**src/design/fe_pkg.sv**
```systemverilog
// fetch front end package
`default_nettype none

package fe_pkg;

  // datapath widths, rv32 only
  localparam int PC_WD        = 32;
  localparam int INST_WD      = 32;
  localparam int SRAM_ADDR_WD = 32;
  localparam int SRAM_DATA_WD = 64; // two instructions per sram word

  // first fetch address after reset
  localparam logic [PC_WD-1:0] PC_RESETVAL = 32'h8000_0000;

  // major opcodes
  localparam logic [6:0] OPC_JAL = 7'b110_1111;

  // redirect from decode back to the pc
  typedef struct packed {
    logic             stall;  // force the pc to load
    logic             sel;    // take target instead of pc + 4
    logic [PC_WD-1:0] target;
  } br_bus_t;

  // one instruction with its pc, fs->ds and ds->es
  typedef struct packed {
    logic [INST_WD-1:0] inst;
    logic [PC_WD-1:0]   pc;
  } inst_bus_t;

endpackage

`default_nettype wire

```
**src/design/fe_pc.sv**
```systemverilog
// program counter
`timescale 1ns/1ps
`default_nettype none

module fe_pc (
  input  wire                              i_clk,
  input  wire                              i_reset,
  input  wire                              i_load,
  input  wire fe_pkg::br_bus_t             i_br,
  output logic [fe_pkg::PC_WD-1:0]         o_pc,
  // inst sram read port
  output logic                             o_inst_sram_ren,
  output logic [fe_pkg::SRAM_ADDR_WD-1:0]  o_inst_sram_addr
);

  logic [fe_pkg::PC_WD-1:0] pc;
  logic [fe_pkg::PC_WD-1:0] seq_pc;
  logic [fe_pkg::PC_WD-1:0] nxt_pc;
  logic                     ren_q;

  assign seq_pc = pc + 32'd4;
  assign nxt_pc = i_br.sel ? i_br.target : seq_pc; // jal redirect wins

  // repeat the current pc while held so rdata stays put
  assign o_inst_sram_addr = i_load ? nxt_pc : pc;
  assign o_inst_sram_ren  = ren_q;
  assign o_pc             = pc;

  // ren comes up one cycle after reset drops
  always_ff @(posedge i_clk) begin
    if (i_reset) begin
      ren_q <= 1'b0;
    end else begin
      ren_q <= 1'b1;
    end
  end

  // reset value sits one slot below the first fetch address
  always_ff @(posedge i_clk) begin
    if (i_reset) begin
      pc <= fe_pkg::PC_RESETVAL - 32'd4;
    end else if (i_load) begin
      pc <= nxt_pc;
    end
  end

endmodule

`default_nettype wire

```
**src/design/fe_if_stage.sv**
```systemverilog
// instruction fetch stage
`timescale 1ns/1ps
`default_nettype none

module fe_if_stage (
  input  wire                                i_clk,
  input  wire                                i_reset,
  // allowin from decode
  input  wire                                i_ds_allowin,
  // redirect from decode
  input  wire fe_pkg::br_bus_t               i_br,
  // to decode
  output logic                               o_fs_to_ds_valid,
  output fe_pkg::inst_bus_t                  o_fs_to_ds_bus,
  // inst sram
  output logic                               o_inst_sram_ren,
  output logic [fe_pkg::SRAM_ADDR_WD-1:0]    o_inst_sram_addr,
  input  wire  [fe_pkg::SRAM_DATA_WD-1:0]    i_inst_sram_rdata
);

  logic                       to_fs_valid;
  logic                       fs_valid;
  logic                       fs_allowin;
  logic                       pc_load;
  logic [fe_pkg::PC_WD-1:0]   fs_pc;
  logic [fe_pkg::INST_WD-1:0] fs_inst;

  // ren is low through reset and one cycle beyond
  assign to_fs_valid = o_inst_sram_ren;

  // stage completes in one cycle, so no ready_go term
  assign fs_allowin = !fs_valid || i_ds_allowin;

  // a redirect reloads the pc even when decode is blocked
  assign pc_load = (to_fs_valid && fs_allowin) || i_br.stall;

  always_ff @(posedge i_clk) begin
    if (i_reset) begin
      fs_valid <= 1'b0;
    end else if (fs_allowin || i_br.stall) begin
      fs_valid <= to_fs_valid;
    end
  end

  fe_pc u_pc (
    .i_clk            (i_clk),
    .i_reset          (i_reset),
    .i_load           (pc_load),
    .i_br             (i_br),
    .o_pc             (fs_pc),
    .o_inst_sram_ren  (o_inst_sram_ren),
    .o_inst_sram_addr (o_inst_sram_addr)
  );

  // 64-bit word, pc[2] picks the half
  assign fs_inst = fs_pc[2] ? i_inst_sram_rdata[63:32] : i_inst_sram_rdata[31:0];

  assign o_fs_to_ds_valid    = fs_valid;
  assign o_fs_to_ds_bus.inst = fs_inst;
  assign o_fs_to_ds_bus.pc   = fs_pc;

  // a pending item stays put until decode takes it or a jal replaces it
  a_fs_hold : assert property (
    @(posedge i_clk) disable iff (i_reset)
    (o_fs_to_ds_valid && !i_ds_allowin && !i_br.stall)
      |=> (o_fs_to_ds_valid && $stable(o_fs_to_ds_bus.pc))
  );

endmodule

`default_nettype wire

```
**src/design/fe_id_stage.sv**
```systemverilog
// instruction decode stage
`timescale 1ns/1ps
`default_nettype none

module fe_id_stage (
  input  wire                    i_clk,
  input  wire                    i_reset,
  // from fetch
  input  wire                    i_fs_to_ds_valid,
  input  wire fe_pkg::inst_bus_t i_fs_to_ds_bus,
  output logic                   o_ds_allowin,
  // redirect to fetch
  output fe_pkg::br_bus_t        o_br,
  // to execute
  input  wire                    i_es_allowin,
  output logic                   o_ds_to_es_valid,
  output fe_pkg::inst_bus_t      o_ds_to_es_bus
);

  logic                       ds_valid;
  logic                       ds_allowin;
  logic                       ds_take;
  fe_pkg::inst_bus_t          ds_bus;
  logic                       is_jal;
  logic [fe_pkg::PC_WD-1:0]   j_imm;
  logic                       br_done;  // redirect already sent for held jal
  logic                       br_sel;

  assign ds_allowin = !ds_valid || i_es_allowin;

  // fetch item in the redirect cycle is wrong-path
  assign ds_take = i_fs_to_ds_valid && !br_sel;

  always_ff @(posedge i_clk) begin
    if (i_reset) begin
      ds_valid <= 1'b0;
    end else if (ds_allowin) begin
      ds_valid <= ds_take;
    end
  end

  // payload, no reset
  always_ff @(posedge i_clk) begin
    if (ds_allowin && ds_take) begin
      ds_bus <= i_fs_to_ds_bus;
    end
  end

  // jal decode
  assign is_jal = ds_bus.inst[6:0] == fe_pkg::OPC_JAL;
  assign j_imm  = {{12{ds_bus.inst[31]}}, ds_bus.inst[19:12], ds_bus.inst[20],
                   ds_bus.inst[30:21], 1'b0};

  // one redirect per jal, even if execute holds it for a while
  assign br_sel = ds_valid && is_jal && !br_done;

  always_ff @(posedge i_clk) begin
    if (i_reset) begin
      br_done <= 1'b0;
    end else if (ds_allowin) begin
      br_done <= 1'b0;   // jal leaves or slot refills
    end else if (br_sel) begin
      br_done <= 1'b1;
    end
  end

  assign o_br.stall  = br_sel;
  assign o_br.sel    = br_sel;
  assign o_br.target = ds_bus.pc + j_imm;

  assign o_ds_allowin     = ds_allowin;
  assign o_ds_to_es_valid = ds_valid;
  assign o_ds_to_es_bus   = ds_bus;

  // only one redirect cycle per jal
  a_sel_pulse : assert property (
    @(posedge i_clk) disable iff (i_reset)
    o_br.sel |=> !o_br.sel
  );

endmodule

`default_nettype wire

```
**src/design/fe_top.sv**
```systemverilog
// fetch front end top
`timescale 1ns/1ps
`default_nettype none

module fe_top (
  input  wire                                i_clk,
  input  wire                                i_reset,
  // inst sram
  output logic                               o_inst_sram_ren,
  output logic [fe_pkg::SRAM_ADDR_WD-1:0]    o_inst_sram_addr,
  input  wire  [fe_pkg::SRAM_DATA_WD-1:0]    i_inst_sram_rdata,
  // execute side
  input  wire                                i_es_allowin,
  output logic                               o_ds_to_es_valid,
  output fe_pkg::inst_bus_t                  o_ds_to_es_bus
);

  logic              fs_to_ds_valid;
  fe_pkg::inst_bus_t fs_to_ds_bus;
  logic              ds_allowin;
  fe_pkg::br_bus_t   br_bus;

  fe_if_stage u_if_stage (
    .i_clk             (i_clk),
    .i_reset           (i_reset),
    .i_ds_allowin      (ds_allowin),
    .i_br              (br_bus),
    .o_fs_to_ds_valid  (fs_to_ds_valid),
    .o_fs_to_ds_bus    (fs_to_ds_bus),
    .o_inst_sram_ren   (o_inst_sram_ren),
    .o_inst_sram_addr  (o_inst_sram_addr),
    .i_inst_sram_rdata (i_inst_sram_rdata)
  );

  fe_id_stage u_id_stage (
    .i_clk            (i_clk),
    .i_reset          (i_reset),
    .i_fs_to_ds_valid (fs_to_ds_valid),
    .i_fs_to_ds_bus   (fs_to_ds_bus),
    .o_ds_allowin     (ds_allowin),
    .o_br             (br_bus),
    .i_es_allowin     (i_es_allowin),
    .o_ds_to_es_valid (o_ds_to_es_valid),
    .o_ds_to_es_bus   (o_ds_to_es_bus)
  );

endmodule

`default_nettype wire

```
**config.mk**
```make
export PLATFORM = sky130hd
export DESIGN_NAME = fe_top
export DESIGN_NICKNAME = d
export VERILOG_FILES = /design/src/design/fe_pkg.sv /design/src/design/fe_pc.sv /design/src/design/fe_if_stage.sv /design/src/design/fe_id_stage.sv /design/src/design/fe_top.sv
export SDC_FILE = /design/constraint.sdc
export NUM_CORES = 1
export LEC_CHECK = 0
export BUFFER_PORTS_ARGS = -buffer_cell sky130_fd_sc_hd__buf_2
export CAP_MARGIN = 40
export CORE_UTILIZATION = 50
export DETAILED_ROUTE_END_ITERATION = 10
export PLACE_DENSITY = 0.72
export SLEW_MARGIN = 20
export SYNTH_ARGS = -nofsm -noshare
export SYNTH_HDL_FRONTEND = slang
export SYNTH_SLANG_ARGS = --single-unit
```
**constraint.sdc**
```tcl
create_clock -name i_clk -period 5.1 [get_ports i_clk]
set_input_delay 0.765 -clock i_clk [delete_from_list [all_inputs] [get_ports i_clk]]
set_output_delay 0.765 -clock i_clk [all_outputs]
set_load 0.01 [all_outputs]
```
Yosys cells after proc, flatten, opt, wreduce, memory -nomap -nowiden. Index checks and enable logic that the tools add are counted.

Register bits after elaboration: 100. Bits in latches: 0. Bits in writable memories: 0. Bits in read-only memories: 0. Bits of input ports: 67. Output and inout port bits: 98. Memories: 0.

$add $sub $neg: 2. Multiply operators: 0. Divide/modulo/power cells: 0. Magnitude comparators: 0. Equality and inequality tests: 1. Shift operators: 0. Multiplexer cells: 4. Bitwise gates (word level): 0. Reductions and logical operators: 14.

Operator list (count): $mux W32 (3); $add A32 B3 Y32 const B (1); $add A32 B32 Y32 (1); $eq A7 B7 Y1 const B (1); $logic_and A1 B1 Y1 (5); $logic_not A1 Y1 (4); $logic_or A1 B1 Y1 (4); $reduce_or A2 Y1 (1); $mux W1 (1).

Longest topological paths before layout. Gate-level depths: netlist (run 1).

Word-level depth: 6. Gate-level depth with buffers: 10. Mapped depth without buffers: 10.

Hierarchy. A second synthesis (run 1) with hierarchy kept.

Cell total of the unflattened synthesis: 675. Area, all modules: 6688.9 sq um.

By module, submodules not included: fe_id_stage (times used 1, cells an instance 343, area each 3885.0 sq um, seq. area each 1961.9 sq um); fe_pc (times used 1, cells an instance 291, area each 2212.1 sq um, seq. area each 660.6 sq um); fe_if_stage (times used 1, cells an instance 41, area each 591.8 sq um, seq. area each 20.0 sq um).

Worst setup path before layout (run 1). No wires, ideal clock.

Kind: register to register. Start: reg u_id_stage.ds_bus, in the netlist u_id_stage.o_ds_to_es_bus[35]. End: reg u_id_stage.ds_bus, in the netlist u_id_stage.o_ds_to_es_bus[0] (enable). Setup time: 486 ps. Data arrival time: 4047 ps. Required time: 4614 ps. Path slack: 567 ps. Cell stages (with the launch flop): 7. Buffers on the path: 2. Clock period less this slack: 4533 ps. Cells stage by stage: edfxtp_1 > nand4_1 > or4_1 > clkbuf_1 > buf_1 > nand2_1 > nor2_1.

Longest elaborated chain between the ends: 6.

RTL lines: from (decl) (line fe_id_stage.sv:23) `fe_pkg::inst_bus_t ds_bus;`; from (signal assigned) (line fe_id_stage.sv:45) `ds_bus <= i_fs_to_ds_bus;`; $eq A7 B7 Y1 (line fe_id_stage.sv:50) `assign is_jal = ds_bus.inst[6:0] == fe_pkg::OPC_JAL;`; $logic_and A1 B1 Y1 (2 in a row) (line fe_id_stage.sv:55) `assign br_sel = ds_valid && is_jal && !br_done;`; $logic_not A1 Y1 (line fe_id_stage.sv:32) `assign ds_take = i_fs_to_ds_valid && !br_sel;`; $logic_and A1 B1 Y1 (line fe_id_stage.sv:32); $logic_and A1 B1 Y1 (line fe_id_stage.sv:44) `if (ds_allowin && ds_take) begin`.

No other way between the ends. A chain may end at the register's enable or synchronous reset.

Worst setup path in the final report (run 1).
Start: reg u_id_stage.ds_bus, in the netlist u_id_stage.o_ds_to_es_bus[53]. End: out o_inst_sram_addr[23] in the netlist's numbering.

Longest elaborated chain between the ends: 3.

RTL lines: $add A32 B32 Y32 (line fe_id_stage.sv:69) `assign o_br.target = ds_bus.pc + j_imm;`; $mux W32 (line fe_pc.sv:22) `assign nxt_pc = i_br.sel ? i_br.target : seq_pc;`; $mux W32; to (decl) (line fe_top.sv:10) `output logic [fe_pkg::SRAM_ADDR_WD-1:0] o_inst_sram_addr,`.

No other way between the ends.

==> results of run 1 <==
==> worst max-delay path, stage by stage, from the launching register on <==
cell      delay (ns)
edfxtp_1        0.36
ha_1            0.19
inv_1           0.06
fa_1            0.38
nand2b_1        0.21
a21oi_1         0.23
o21ai_0         0.21
o31ai_2         0.59
a21boi_0        0.32
xor2_1          0.24
o21ai_0         0.18
buf_2           0.16
==> worst max-delay path by stage <==
| stage | to | cells past startpoint |
|---|---|---|
| floorplan | u_id_stage.o_ds_to_es_bus[0]$_DFFE_PP_ | 6 |
| global placement | o_inst_sram_addr[23] | 11 |
| detailed placement | o_inst_sram_addr[23] | 11 |
| CTS | o_inst_sram_addr[23] | 11 |
| global route | o_inst_sram_addr[23] | 11 |
| finish | o_inst_sram_addr[23] | 11 |
==> synth_stat cells, types with 2 or more instances <==
library cell	number	area, sq um
edfxtp_1	64	1920
nand2_1	64	240
a21oi_1	53	265
nor2_1	40	150
o21ai_0	37	185
dfxtp_1	36	721
mux2_2	34	383
ha_1	31	388
xnor2_1	28	245
clkbuf_1	24	90.1
nand3_1	22	110
xor2_1	22	193
inv_1	18	67.6
nand2b_1	15	93.8
nand4_1	15	93.8
a21o_1	13	97.6
nor3_1	10	50.1
o211ai_1	10	75.1
nor4_1	9	56.3
o21ai_1	7	35.0
mux2i_1	6	60.1
o21bai_1	6	45.0
or3_1	6	37.5
a211o_1	5	43.8
a211oi_1	5	37.5
and3_1	5	31.3
nor2b_1	4	25.0
o21a_1	4	30.0
or2_2	4	25.0
a21boi_0	3	22.5
a31oi_1	3	18.8
and2_1	3	18.8
buf_2	3	15.0
and4_1	2	17.5
buf_4	2	15.0
nor3b_1	2	15.0
o31ai_1	2	15.0
or2_1	2	12.5
==> registers in the layout, indices dropped and copies added (netlist names) <==
register                         count
u_id_stage.br_done                   1
u_id_stage.o_ds_to_es_valid          1
u_if_stage.u_pc.o_inst_sram_ren      1
u_if_stage.u_pc.o_pc                32
u_id_stage.o_ds_to_es_bus           64
u_if_stage.o_fs_to_ds_valid          1
==> metal layers <==
metal	vias up	track usage	share of wire
met2	238	0.468	0.47
met1	2580	0.356	0.43
met4	0	0.0868	0.017
met5	-	0	0
li1	2644	-	-
met3	30	0.0723	0.076
==> power by group <==
group | total, W | leakage (nW) | internal (W) | switching (W)
sequential | 0.00107 | 0.843 | 0.000975 | 0.0000992
combinational | 0.00113 | 2.01 | 0.000467 | 0.000662
clock | 0.000723 | 0.156 | 0.000422 | 0.000302
==> layout make-up <==
type	count	area share
Sequential cell	100	0.354
Tap cell	147	0.0246
Clock buffer	13	0.0362
Multi-Input combinational cell	491	0.448
Clock inverter	3	0.00586
Inverter	18	0.00904
Timing Repair Buffer	171	0.122
==> metrics by stage <==
step | instance area (sq um) | setup WS [ns] | power (W) | cells | util
floorplan | 6180 | 0.567 | 0.00185 | 640 | -
global placement | 7100 | 1.42 | 0.00218 | 925 | 0.591
detailed placement | 7160 | 1.32 | 0.00221 | 927 | 0.596
CTS | 7470 | 0.917 | 0.00293 | 943 | 0.622
global route | 7470 | 0.707 | 0.00309 | 943 | 0.622
finish | 7470 | 0.849 | 0.00293 | 943 | 0.622
==> logic make-up after synthesis <==
logic type,synth area share
AO/OA/AOI/OAI,0.156
XOR/XNOR,0.0708
adder cells (fa/ha/maj),0.0660
buffers and inverters,0.0328
flip-flops,0.427
multiplexers,0.0716
AND/OR/NAND/NOR,0.175
==> out/results.ini, run 1 <==
[critical_path]
crit_fanout=4
rrSetupSlack_ns=2.03
reg2reg_from=u_id_stage.o_ds_to_es_bus[53]$_DFFE_PP_
reg2reg_depth=10
worstSetupPathType=flop to output port
crit_path_end_kind=output port
cp-start-kind=flop
r2r-end=u_if_stage.u_pc.o_pc[23]$_SDFF_PP1_
startpoint=u_id_stage.o_ds_to_es_bus[53]$_DFFE_PP_
cp.arrival_ns=3.49
required_ns=4.34

[min_path]
whs_endpoint=u_id_stage.o_ds_to_es_bus[1]$_DFFE_PP_
min_from=u_if_stage.u_pc.o_pc[1]$_SDFF_PP0_
hold_class=flop to flop
whs_path_depth=0

[global_route]
globalRouteOverflowTotal=0
grt_max_degree=31
grt_pass1_vias=5324
grt_pass1_wl_mm=27.2
antenna_found_initial=0
grtUsageTotal=0.280

[timing]
hold_viol_final=0
fin_worst_skew_ns=0.0106
fin_crit_ns=4.25
grt_setup_unrepaired=false
setup-tns-final_ns=0
worst_pin_slew_ns=0.756
fmax_mhz=235
drv_slew=0
slew_headroom=0.493
hold_slack_ns=0.435
setup_viol=0
fin_crit_sh=0.834

[power]
cellPowerDensity_nw_per_um2=392
p_leak_nw=3.01
vdd_drop_max_mv=0.298

[clock_network]
clock-root-buffer=clkbuf_16
cts_sinks=100
clkTransAtPathRegs_ns=0.07
cts_tree=done
cts_hold_buffers=0
numCtsBuffers=9
cts_setup_buffers=0
cts_buffer_depth=2
cts_max_level=3
cts_resized=0
insertion_delay_ns=0.36

[logic_synthesis]
synthFlopType=edfxtp_1
synthDistinctLibCells=59
syn_inst=640
avgSynthCellArea_sq_um=9.66
ys_seq_area_frac=0.427
synth_edf_count=64
synth_area_sq_um=6180
ys_ff_latch=100
async_reset_ff_frac=0
syn-num-nets=739
yosys_warnings=0

[floorplanning]
pin_count=165
rows=40
start_util=0.515
coreArea_sq_um=12000
die_area_sq_um=12800
die_h_um=113
die_x_um=113

[layout]
diodes=0
final-seq-area_sq_um=2640
final_common_cell=buf_2
areaGrowthSynthToFinish_pct=20.9
fin_nets=890
final_layout_size_suffix_gt1_frac=0.296
multiInputGateArea_sq_um=3350
final_cell_mix=buf_2 (164), nand2_1 (64), edfxtp_1 (64)
n_fill_cell=1029

[route]
ant_nets=0
dr.pass1.iters=5
drc=0
via_per_inst=5.82
wl_per_cell_um=18.6
vias=5492
drt_wl_total_mm=17.6
drt_iter0_markers=443

[placed_design]
gp_congestion=0.898
io_buffers=164
hpwl_mm=13.5

[job]
drv_cap=0

[status]
status=finished clean

No activity file was read; power rests on OpenSTA's default activity.
==> inputs of run 2 (changes only) <==
Clock period 5.1 ns to 4.2 ns, I/O delays scaled along.
==> out/results.ini, run 2 (synthesis results as in run 1) <==
[clock_network]
cts_max_level=3
cts_setup_buffers=0
insertion_delay_ns=0.35
clkTransAtPathRegs_ns=0.07
cts_resized=0
cts_hold_buffers=0
cts_sinks=100
cts_buffer_depth=2
numCtsBuffers=9
cts_tree=done
clock-root-buffer=clkbuf_16

[power]
p_sw_frac=0.365
vdd_drop_max_mv=0.285
p_leak_nw=2.99
cellPowerDensity_nw_per_um2=468
clkPwrFrac=0.235
switchingPower_w=0.00127
combPwrFrac=0.393
p_seq_frac=0.373
p_int_w=0.00221

[timing]
fmax_mhz=260
hold_viol_final=0
hold_slack_ns=0.437
fin_crit_sh=0.916
setup_viol=0
fin_worst_skew_ns=0.00822
grt_setup_unrepaired=false
setup-tns-final_ns=0
slew_headroom=0.507
worst_pin_slew_ns=0.736
drv_slew=0
fin_crit_ns=3.85

[floorplanning]
die_x_um=113
pin_count=165
die_area_sq_um=12800
coreArea_sq_um=12000
die_h_um=113
start_util=0.515
rows=40

[global_route]
antenna_found_initial=0
grt_pass1_wl_mm=26.9
grt_pass1_vias=5342
grt_max_degree=52
globalRouteOverflowTotal=0
grtUsageTotal=0.275

[route]
ant_nets=0
vias=5488
wl_per_cell_um=18.0
via_per_inst=5.82
drt_wl_total_mm=17.0
drt_iter0_markers=461
drc=0
dr.pass1.iters=5

[critical_path]
path_buf_inv=1
path_cells=ha_1, a2111oi_0, o21ai_0, a21oi_1, nand2_1, a21oi_1, nor3_1, nor3_1, buf_2
cp.arrival_ns=3.22
cp-start-kind=flop
startpoint=u_id_stage.o_ds_to_es_bus[63]$_DFFE_PP_
reg2reg_from=u_id_stage.o_ds_to_es_bus[1]$_DFFE_PP_
crit_fanout=13
crit_path_end_kind=output port
critPathTopFamily=compound AO/OA/AOI/OAI gates
critPathSlowestCell=edfxtp_1
required_ns=3.57
worst_path_largest_cell_delay_ns=0.63
worstSetupPathType=flop to output port

[layout]
final_layout_size_suffix_gt1_frac=0.295
utilization=0.620
diodes=0
final_common_cell=buf_2
fin_nets=891
areaGrowthSynthToFinish_pct=20.4
final_cell_mix=buf_2 (164), nand2_1 (64), edfxtp_1 (64)
largest_reg_flops=64
fin_cells=943

[min_path]
min_from=u_if_stage.u_pc.o_pc[0]$_SDFF_PP0_
hold_class=flop to flop

[placed_design]
io_buffers=164
gp_congestion=0.925
place_inst=928
hpwl_mm=13.0

[job]
drv_cap=0

[status]
status=finished clean

==> run 2: changes by cell type in the layout (fill, tap and decap cells not counted), sizes merged <==
cell	previous run	this run
clkbuf	13	11
clkinv	1	2
buf	171	172
==> run 2: cell type report <==
class                      count  area, sq um
multi-input combinational    491         3360
fill                        1049         4570
timing repair buffer         172          908
sequential                   100         2640
clock buffer                  11          233
clock inverter                 4         48.8
inverter                      18         67.6
tap                          147          184
==> run 2: path summary, 6_finish.rpt <==
path,endpoint,slack [ns],cells after the start
worst max register to register,u_if_stage.u_pc.o_pc[31]$_SDFF_PP0_,1.37,10
worst min register to register,u_id_stage.o_ds_to_es_bus[0]$_DFFE_PP_,0.44,0
worst min-delay path,u_id_stage.o_ds_to_es_bus[0]$_DFFE_PP_,0.44,0
worst max-delay path,o_inst_sram_addr[31],0.35,9
==> run 2: power by group through the flow <==
stage / registers [W] / logic [W] / clock network, W
4_1_cts: 0.00130 / 0.00136 / 0.000838
5_1_grt: 0.00131 / 0.00150 / 0.000869
2_1_floorplan: 0.00130 / 0.000940 / 0
3_5_place_dp: 0.00132 / 0.00135 / 0
6_report: 0.00130 / 0.00137 / 0.000818
3_3_place_gp: 0.00131 / 0.00133 / 0
==> run 2: stage by stage <==
step                instance area, sq um  total power (W)  setup slack [ns]
finish                              7440          0.00348             0.353
global route                        7440          0.00368             0.117
CTS                                 7440          0.00350             0.203
floorplan                           6180          0.00224             0.731
detailed placement                  7150          0.00267             0.624
global placement                    7120          0.00264             0.698
==> run 2: per-layer routing <==
metal | GRT usage | wire length (um)
met3 | 0.0653 | 1180
met5 | 0 | 0
met2 | 0.446 | 7870
met1 | 0.356 | 7480
met4 | 0.103 | 442
